--- src/common/osc_pkg.sv ---
`default_nettype none

package osc_pkg;

  //////////////////////////////////////////////////////////////////////
  // widths
  //////////////////////////////////////////////////////////////////////

  // raw ADC word, two LSBs unused on 14-bit parts
  localparam int unsigned ADC_RAW_W = 16;
  // calibrated sample
  localparam int unsigned SMP_W     = 14;
  // gain word
  localparam int unsigned CAL_MUL_W = 16;
  // gain binary point, 1<<14 is unity
  localparam int unsigned CAL_SHIFT = 14;
  // post-trigger length
  localparam int unsigned PLEN_W    = 16;

  //////////////////////////////////////////////////////////////////////
  // sample and calibration types
  //////////////////////////////////////////////////////////////////////

  typedef logic signed [SMP_W-1:0]     smp_t;
  typedef logic signed [CAL_MUL_W-1:0] cal_mul_t;

  // saturation limits
  localparam smp_t SMP_MAX = {1'b0, {(SMP_W-1){1'b1}}};
  localparam smp_t SMP_MIN = {1'b1, {(SMP_W-1){1'b0}}};

  // gain and offset pair
  typedef struct packed {
    cal_mul_t mul;
    smp_t     sum;
  } cal_t;

  //////////////////////////////////////////////////////////////////////
  // acquisition configuration
  //////////////////////////////////////////////////////////////////////

  typedef enum logic {
    TRG_SW  = 1'b0,
    TRG_EXT = 1'b1
  } trg_src_t;

  // post_len of 0 behaves like 1
  typedef struct packed {
    trg_src_t          trg_src;
    logic [PLEN_W-1:0] post_len;
  } acq_cfg_t;

endpackage : osc_pkg

`default_nettype wire

--- src/adc_frontend.sv ---
`default_nettype none

module adc_frontend
  import osc_pkg::*;
(
  input  logic                 adc_clk,
  input  logic                 top_rst,
  // raw converter word
  input  logic [ADC_RAW_W-1:0] adc_dat_i,
  // gain and offset
  input  cal_t                 cal_i,
  // calibrated stream, 3 cycles behind adc_dat_i
  output smp_t                 smp_o
);

  //////////////////////////////////////////////////////////////////////
  // local widths
  //////////////////////////////////////////////////////////////////////

  // full product
  localparam int unsigned PROD_W = SMP_W + CAL_MUL_W;
  // product after binary point shift
  localparam int unsigned SHF_W  = PROD_W - CAL_SHIFT;
  // one guard bit for the offset add
  localparam int unsigned SUM_W  = SHF_W + 1;

  smp_t                    raw_q;
  logic signed [PROD_W-1:0] prod_q;
  logic signed [SHF_W-1:0]  prod_shf;
  logic signed [SUM_W-1:0]  sum_full;
  logic                     sum_ovf;

  //////////////////////////////////////////////////////////////////////
  // stage 1: input register
  //////////////////////////////////////////////////////////////////////

  // sign bit kept, magnitude bits inverted
  // bits 1:0 dropped
  always_ff @(posedge adc_clk, posedge top_rst) begin
    if (top_rst) begin
      raw_q <= '0;
    end else begin
      raw_q <= {adc_dat_i[ADC_RAW_W-1], ~adc_dat_i[ADC_RAW_W-2:2]};
    end
  end

  //////////////////////////////////////////////////////////////////////
  // stage 2: gain
  //////////////////////////////////////////////////////////////////////

  always_ff @(posedge adc_clk, posedge top_rst) begin
    if (top_rst) begin
      prod_q <= '0;
    end else begin
      // signed 14 x 16, both sign extended to product width
      prod_q <= raw_q * $signed(cal_i.mul);
    end
  end

  //////////////////////////////////////////////////////////////////////
  // stage 3: offset and saturation
  //////////////////////////////////////////////////////////////////////

  // arithmetic shift is just dropping the fraction bits
  assign prod_shf = prod_q[PROD_W-1:CAL_SHIFT];

  // offset sign extended to SUM_W
  assign sum_full = prod_shf + $signed(cal_i.sum);

  // out of range when bits above the sample MSB differ from it
  assign sum_ovf = (sum_full[SUM_W-1:SMP_W-1] != {(SUM_W-SMP_W+1){sum_full[SMP_W-1]}});

  always_ff @(posedge adc_clk, posedge top_rst) begin
    if (top_rst) begin
      smp_o <= '0;
    end else if (sum_ovf) begin
      // clip toward the sign of the full sum
      smp_o <= sum_full[SUM_W-1] ? SMP_MIN : SMP_MAX;
    end else begin
      smp_o <= sum_full[SMP_W-1:0];
    end
  end

endmodule : adc_frontend

`default_nettype wire

--- src/debounce.sv ---
`default_nettype none

module debounce #(
  // cycles a new level must hold
  parameter int unsigned DB_LEN = 16,
  // stability timer width
  parameter int unsigned DB_CW  = 8
) (
  input  logic adc_clk,
  input  logic top_rst,
  // asynchronous input
  input  logic din_i,
  // one cycle pulse per accepted rise
  output logic pos_o
);

  logic [1:0]       sync_q;
  logic             prev_q;
  logic [DB_CW-1:0] tmr_q;
  logic             lvl_q;
  logic             tmr_done;

  //////////////////////////////////////////////////////////////////////
  // synchronizer
  //////////////////////////////////////////////////////////////////////

  // two flops, then one more to spot changes
  always_ff @(posedge adc_clk, posedge top_rst) begin
    if (top_rst) begin
      sync_q <= '0;
      prev_q <= 1'b0;
    end else begin
      sync_q <= {sync_q[0], din_i};
      prev_q <= sync_q[1];
    end
  end

  //////////////////////////////////////////////////////////////////////
  // stability timer
  //////////////////////////////////////////////////////////////////////

  // tmr_q counts cycles the synchronized level has held
  // saturates at DB_LEN
  assign tmr_done = (tmr_q == DB_CW'(DB_LEN));

  always_ff @(posedge adc_clk, posedge top_rst) begin
    if (top_rst) begin
      tmr_q <= '0;
    end else if (sync_q[1] != prev_q) begin
      // level changed, this cycle is the first one
      tmr_q <= DB_CW'(1);
    end else if (!tmr_done) begin
      tmr_q <= tmr_q + 1'b1;
    end
  end

  //////////////////////////////////////////////////////////////////////
  // accepted level and edge pulse
  //////////////////////////////////////////////////////////////////////

  always_ff @(posedge adc_clk, posedge top_rst) begin
    if (top_rst) begin
      lvl_q <= 1'b0;
      pos_o <= 1'b0;
    end else begin
      // accept only a level that differs from the current one
      if (tmr_done && (prev_q != lvl_q)) begin
        lvl_q <= prev_q;
      end
      // rising edge only
      pos_o <= tmr_done && prev_q && !lvl_q;
    end
  end

endmodule : debounce

`default_nettype wire

--- src/acq/acq_counter.sv ---
`default_nettype none

module acq_counter
  import osc_pkg::*;
#(
  // time stamp width
  parameter int unsigned TW = 64
) (
  input  logic              adc_clk,
  input  logic              top_rst,
  // trigger, latch time stamp and load counter
  input  logic              trg_i,
  input  logic [PLEN_W-1:0] post_len_i,
  // decrement while capturing
  input  logic              cnt_en_i,
  output logic [TW-1:0]     trg_ts_o,
  // counter on its final value
  output logic              last_o
);

  logic [TW-1:0]     cts_q;
  logic [PLEN_W-1:0] cnt_q;

  //////////////////////////////////////////////////////////////////////
  // time stamps
  //////////////////////////////////////////////////////////////////////

  // free running, 0 in the first cycle out of reset
  always_ff @(posedge adc_clk, posedge top_rst) begin
    if (top_rst) begin
      cts_q    <= '0;
      trg_ts_o <= '0;
    end else begin
      cts_q <= cts_q + 1'b1;
      // value of the trigger cycle itself
      if (trg_i) begin
        trg_ts_o <= cts_q;
      end
    end
  end

  //////////////////////////////////////////////////////////////////////
  // post-trigger counter
  //////////////////////////////////////////////////////////////////////

  always_ff @(posedge adc_clk, posedge top_rst) begin
    if (top_rst) begin
      cnt_q <= '0;
    end else if (trg_i) begin
      cnt_q <= post_len_i;
    end else if (cnt_en_i && (cnt_q != '0)) begin
      cnt_q <= cnt_q - 1'b1;
    end
  end

  // one left means this is the last sample
  assign last_o = (cnt_q == PLEN_W'(1));

endmodule : acq_counter

`default_nettype wire

--- src/acq/acq_fsm.sv ---
`default_nettype none

module acq_fsm
  import osc_pkg::*;
(
  input  logic              adc_clk,
  input  logic              top_rst,
  // control strobes
  input  logic              arm_i,
  input  logic              stop_i,
  // trigger sources
  input  logic              trg_sw_i,
  input  logic              trg_ext_i,
  // configuration, taken on arm
  input  acq_cfg_t          acq_cfg_i,
  // final count from acq_counter
  input  logic              last_i,
  // trigger accepted, latch and load
  output logic              trg_o,
  output logic [PLEN_W-1:0] post_len_o,
  output logic              capture_o,
  output logic              busy_o
);

  typedef enum logic [1:0] {
    ST_IDLE = 2'd0,
    ST_WAIT = 2'd1,
    ST_CAPT = 2'd2
  } state_t;

  state_t   state_q;
  acq_cfg_t cfg_q;
  logic     trg_sel;

  //////////////////////////////////////////////////////////////////////
  // trigger selection
  //////////////////////////////////////////////////////////////////////

  // the source not selected is ignored
  assign trg_sel = (cfg_q.trg_src == TRG_EXT) ? trg_ext_i : trg_sw_i;

  // trigger counts only while waiting
  // stop in the same cycle wins
  assign trg_o = (state_q == ST_WAIT) && trg_sel && !stop_i;

  // zero length captures one sample
  assign post_len_o = (cfg_q.post_len == '0) ? PLEN_W'(1) : cfg_q.post_len;

  assign capture_o = (state_q == ST_CAPT);
  assign busy_o    = (state_q != ST_IDLE);

  //////////////////////////////////////////////////////////////////////
  // state register
  //////////////////////////////////////////////////////////////////////

  always_ff @(posedge adc_clk, posedge top_rst) begin
    if (top_rst) begin
      state_q <= ST_IDLE;
      cfg_q   <= '0;
    end else if (stop_i) begin
      // abort from any state
      state_q <= ST_IDLE;
    end else begin
      case (state_q)
        ST_IDLE: begin
          // arm takes a fresh configuration
          if (arm_i) begin
            state_q <= ST_WAIT;
            cfg_q   <= acq_cfg_i;
          end
        end
        ST_WAIT: begin
          if (trg_o) begin
            state_q <= ST_CAPT;
          end
        end
        ST_CAPT: begin
          // last sample is this cycle, idle in the next
          if (last_i) begin
            state_q <= ST_IDLE;
          end
        end
        default: begin
          state_q <= ST_IDLE;
        end
      endcase
    end
  end

endmodule : acq_fsm

`default_nettype wire

--- src/osc_top.sv ---
`default_nettype none

module osc_top
  import osc_pkg::*;
#(
  // time stamp width
  parameter int unsigned TW     = 64,
  // external trigger debounce
  parameter int unsigned DB_LEN = 16,
  parameter int unsigned DB_CW  = 8
) (
  input  logic                 adc_clk,
  input  logic                 top_rst,
  // ADC
  input  logic [ADC_RAW_W-1:0] adc_dat_i,
  // settings
  input  cal_t                 cal_i,
  input  acq_cfg_t             acq_cfg_i,
  // control strobes
  input  logic                 arm_i,
  input  logic                 stop_i,
  input  logic                 trg_sw_i,
  // asynchronous external trigger
  input  logic                 trg_ext_i,
  // sample stream
  output smp_t                 smp_o,
  output logic                 smp_vld_o,
  output logic                 smp_last_o,
  // status
  output logic                 busy_o,
  output logic [TW-1:0]        trg_ts_o
);

  logic              ext_trg;
  logic              acq_trg;
  logic [PLEN_W-1:0] post_len;
  logic              capture;
  logic              cnt_last;

  //////////////////////////////////////////////////////////////////////
  // ADC front end
  //////////////////////////////////////////////////////////////////////

  adc_frontend adc_frontend_i (
    .adc_clk   (adc_clk  ),
    .top_rst   (top_rst  ),
    .adc_dat_i (adc_dat_i),
    .cal_i     (cal_i    ),
    .smp_o     (smp_o    )
  );

  //////////////////////////////////////////////////////////////////////
  // external trigger
  //////////////////////////////////////////////////////////////////////

  debounce #(
    .DB_LEN (DB_LEN),
    .DB_CW  (DB_CW )
  ) debounce_i (
    .adc_clk (adc_clk  ),
    .top_rst (top_rst  ),
    .din_i   (trg_ext_i),
    .pos_o   (ext_trg  )
  );

  //////////////////////////////////////////////////////////////////////
  // acquisition
  //////////////////////////////////////////////////////////////////////

  acq_fsm acq_fsm_i (
    .adc_clk    (adc_clk  ),
    .top_rst    (top_rst  ),
    .arm_i      (arm_i    ),
    .stop_i     (stop_i   ),
    .trg_sw_i   (trg_sw_i ),
    .trg_ext_i  (ext_trg  ),
    .acq_cfg_i  (acq_cfg_i),
    .last_i     (cnt_last ),
    .trg_o      (acq_trg  ),
    .post_len_o (post_len ),
    .capture_o  (capture  ),
    .busy_o     (busy_o   )
  );

  acq_counter #(
    .TW (TW)
  ) acq_counter_i (
    .adc_clk    (adc_clk ),
    .top_rst    (top_rst ),
    .trg_i      (acq_trg ),
    .post_len_i (post_len),
    .cnt_en_i   (capture ),
    .trg_ts_o   (trg_ts_o),
    .last_o     (cnt_last)
  );

  // valid for the whole capture
  assign smp_vld_o  = capture;
  // counter flag only counts inside a capture
  assign smp_last_o = capture & cnt_last;

endmodule : osc_top

`default_nettype wire

--- config.mk ---
export PLATFORM = sky130hd
export DESIGN_NAME = osc_top
export DESIGN_NICKNAME = d
export VERILOG_FILES = /design/src/common/osc_pkg.sv /design/src/adc_frontend.sv /design/src/debounce.sv /design/src/acq/acq_counter.sv /design/src/acq/acq_fsm.sv /design/src/osc_top.sv
export SDC_FILE = /design/constraint.sdc
export NUM_CORES = 1
export LEC_CHECK = 0
export BUFFER_PORTS_ARGS = -buffer_cell sky130_fd_sc_hd__buf_2
export CAP_MARGIN = 5
export CELL_PAD_IN_SITES_DETAIL_PLACEMENT = 1
export CELL_PAD_IN_SITES_GLOBAL_PLACEMENT = 1
export CORE_MARGIN = 2
export CORE_UTILIZATION = 52
export CTS_BUF_LIST = sky130_fd_sc_hd__clkbuf_8 sky130_fd_sc_hd__clkbuf_16
export CTS_CLUSTER_DIAMETER = 40
export DETAILED_ROUTE_END_ITERATION = 12
export PLACE_DENSITY_LB_ADDON = 0.1
export SKIP_CTS_REPAIR_TIMING = 1
export SYNTH_ARGS = -nofsm -noshare
export SYNTH_HDL_FRONTEND = slang
export SYNTH_SLANG_ARGS = --single-unit
--- constraint.sdc ---
create_clock -name adc_clk -period 15.77 [get_ports adc_clk]
set_clock_uncertainty 0.2 [all_clocks]
set_input_delay 3.154 -clock adc_clk [delete_from_list [all_inputs] [get_ports adc_clk]]
set_output_delay 3.154 -clock adc_clk [all_outputs]
set_load 0.02 [all_outputs]
==> summary.md <==
| Metric | Value |
|---|---|
| Post-synth top area cell | `dfrtp_1` |
| Post-layout min period | `9380 ps` |
| Clock Sink Count | `220` |
| Global-route wire length before repair | `74600 um` |
| Final setup viols | `0` |
| Slew Limit Fails | `0` |
| Highest ir drop seen on vdd | `0.000497 V` |
| Critical path required time | `16010 ps` |
| Dpl hpwl | `32500 um` |
| Total gr overflow | `0` |
| Arr. time, crit path | `9620 ps` |
| Cell Chain, Critical Path | `buf_2 -> and2_1 -> fa_1 -> inv_1 -> fa_1 -> inv_1 -> fa_1 -> inv_1 -> fa_1 -> inv_1 -> fa_1 -> fa_1 -> ha_1 -> a41oi_1 -> nor3_1 -> a22oi_1 -> o211ai_1 -> o22a_1 -> or4b_1 -> nand3_1` |
| Crit start category | `primary input` |
| Area delta synth->final | `12.8%` |
| Length in cells of the worst reg-to-reg path | `19` |
| Die area | `0.0356 mm2` |
| Starting density of the core | `52.8%` |
| Port-buffer cells | `147` |
| HP Class | `register to register` |
| Die height | `189 um` |
| Pwr/cell area | `220 mW/mm2` |
| Initial DRC count | `515` |
| Routed WL | `43700 um` |
| GRT Total Usage | `26.2%` |
| Flop2flop setup slack | `8510 ps` |
| Vias in the first global route | `14800` |
| CTS tree | `done` |
| Commonest non-fill, non-tap cells in the layout | `nand2_1, inv_1, dfrtp_1` |
| Final-stage net count | `2344` |
| CTS Buffer Depth | `3` |
| Critical path's slowest cell | `fa_1` |
| Hold_sp | `debounce_i.sync_q[0]$_DFF_PP0_` |
| DP Area | `0.0188 mm2` |
| Inserted Clock Buffers | `35` |
| DRC viols | `0` |
| FMAX | `0.107 GHz` |
| Largest net degree at the start of global routing | `153` |
| Number of vias in the routed layout | `13000` |
| Initial antenna violation count | `0` |
| Yosys top cell area share | `31.1%` |
| Hold Slack | `155 ps` |
| H-tree levels | `2` |
| Layout cells sized above 1 | `12.4%` |
| Post-synth EDFFs | `0` |
| Worst slew margin | `30.0%` |
| Synth top area cells | `dfrtp_1, fa_1, nand2_1, inv_1, ha_1` |
| CP max FO | `14` |
| Unique masters post-synth | `67` |
| Commonest non-fill, non-tap cell in the layout | `nand2_1` |
| Most frequent CP cell | `fa_1` |
| Fillers | `3820` |
| DR vias/cell | `5.31` |
| Setup TNS | `0 ps` |
| Post-Syn Area per Cell | `9.65 um2` |
| Post-synthesis sequential area ratio | `31.1%` |
| Hold path depth | `0` |
| Row cnt | `67` |
| # IOs | `150` |
| Util after Layout | `59.6%` |
| FF+latch area | `0.00551 mm2` |
| Status | `finished clean` |
| Max_cap viols | `0` |
| FF+latch count, synth | `220` |
| GP Congestion | `0.794` |
| Ys flop type | `dfrtp_1` |
| Mapped Cells | `1835` |
| Critical Path End Type | `register` |
| WL/cell | `17.9 um` |
| Period utilisation layout | `59.5%` |
| Reg2reg start | `adc_frontend_i.raw_q[3]$_DFF_PP0_` |
| Post-synth ARST share | `100%` |
| Measured slew at the worst slew-check pin | `1050 ps` |
| Final ANT Viol Nets | `0` |
| Synth warn | `0` |
| Mapped Nets | `2212` |
| Leakage | `0.0104 uW` |
| Clk_lat worst skew | `530 ps` |
| Crit Reg-Reg Endpoint | `adc_frontend_i.prod_q[28]$_DFF_PP0_` |
| Core area | `0.0335 mm2` |
| Synth Cell Area | `0.0177 mm2` |
| Total Power | `4400 uW` |
| Critical path type | `primary input to register` |
| N_diodes | `0` |
| TritonRoute pass-1 iters | `5` |
| Die Span X | `189 um` |
| Clock Tree Root | `clkbuf_16` |
| RSZ-0062 raised after global routing | `no` |
| Area of the multi-input gates | `0.0109 mm2` |
| Hold Path End | `debounce_i.sync_q[1]$_DFF_PP0_` |
| Largest stage delay, worst path | `540 ps` |
| Worst-path clk slew | `60 ps` |
| Final hold viol count | `0` |
| Fin area | `0.0200 mm2` |
-- routing by layer --
metal | vias to the layer above | routed length [um] | GRT usage [%]
met5 | - | 0 | 0
met4 | 0 | 1050 | 7.60
met3 | 62 | 1580 | 3.54
met2 | 223 | 23100 | 48.2
met1 | 6725 | 17900 | 32.1
li1 | 5941 | - | -
-- cell usage after synthesis, types with 6 or more instances --
cell and instances:
nand2_1 339, inv_1 307, dfrtp_1 220, fa_1 219
and2_1 122, ha_1 89, nor2_1 86, xnor2_1 69
clkbuf_1 48, o21ai_0 45, xor2_1 33, nand3_1 31
a21oi_1 29, mux2_2 18, and3_1 17, nand4_1 16
nor3_1 15, a21o_1 9, nand2b_1 9, nor4_1 9
nor2b_1 8, o21a_1 8, and4_1 6
-- state kept, by name, indices dropped and copies added (netlist names) --
register / cells
acq_counter_i.cnt_q: 16
acq_counter_i.cts_q: 64
acq_counter_i.trg_ts_o: 64
acq_fsm_i.cfg_q: 17
acq_fsm_i.state_q: 2
adc_frontend_i.prod_q: 16
adc_frontend_i.raw_q: 14
adc_frontend_i.smp_o: 14
debounce_i.lvl_q: 1
debounce_i.pos_o: 1
debounce_i.prev_q: 1
debounce_i.sync_q: 2
debounce_i.tmr_q: 8
-- layout make-up --
cell class | instances | share of cell area (%)
multi-input cells | 1254 | 54.3
repair buffers | 149 | 3.76
clock buffers | 38 | 4.59
clock inverters | 21 | 1.15
flip-flops and latches | 220 | 27.6
inverters | 307 | 5.81
well taps | 448 | 2.81
-- metrics by stage --
step                setup WS, ps  instances
finish                      6390       2437
global route                6120       2437
CTS                         6420       2437
detailed placement          5910       2378
global placement            6020       2378
floorplan                   6390       1835
-- where the power goes --
part / leakage [uW] / switching (uW) / internal, uW
sequential: 0.00286 / 61.1 / 684
combinational: 0.00693 / 1670 / 1230
clock: 0.000579 / 281 / 472
-- worst max-delay path by stage --
| stage | start | cells past startpoint | slack (ps) | end |
|---|---|---|---|---|
| 2_1_floorplan | top_rst | 1 | 6390 | acq_counter_i.cnt_q[0]$_DFFE_PP0P_ |
| 3_3_place_gp | cal_i[19] | 20 | 6020 | adc_frontend_i.prod_q[28]$_DFF_PP0_ |
| 3_5_place_dp | cal_i[19] | 20 | 5910 | adc_frontend_i.prod_q[28]$_DFF_PP0_ |
| 4_1_cts | cal_i[19] | 20 | 6420 | adc_frontend_i.prod_q[28]$_DFF_PP0_ |
| 5_1_grt | cal_i[19] | 20 | 6120 | adc_frontend_i.prod_q[29]$_DFF_PP0_ |
| 6_report | cal_i[19] | 20 | 6390 | adc_frontend_i.prod_q[28]$_DFF_PP0_ |
-- critical path, delay by kind of cell --
family	cells	cell delay [ps]
AOI/OAI and AO/OA	4	1710
adders and majority gates	7	3430
buffers and inverters	5	420
and+or+nand+nor	4	890
-- logic make-up after synthesis --
| group | share of synthesized area, % |
|---|---|
| simple gates | 18.8 |
| mux | 1.20 |
| compound gates | 5.06 |
| buf+inv | 7.71 |
| xor+xnor | 5.13 |
| flops | 31.1 |
| fa+ha+maj | 31.0 |
No activity file was read; power rests on OpenSTA's default activity.
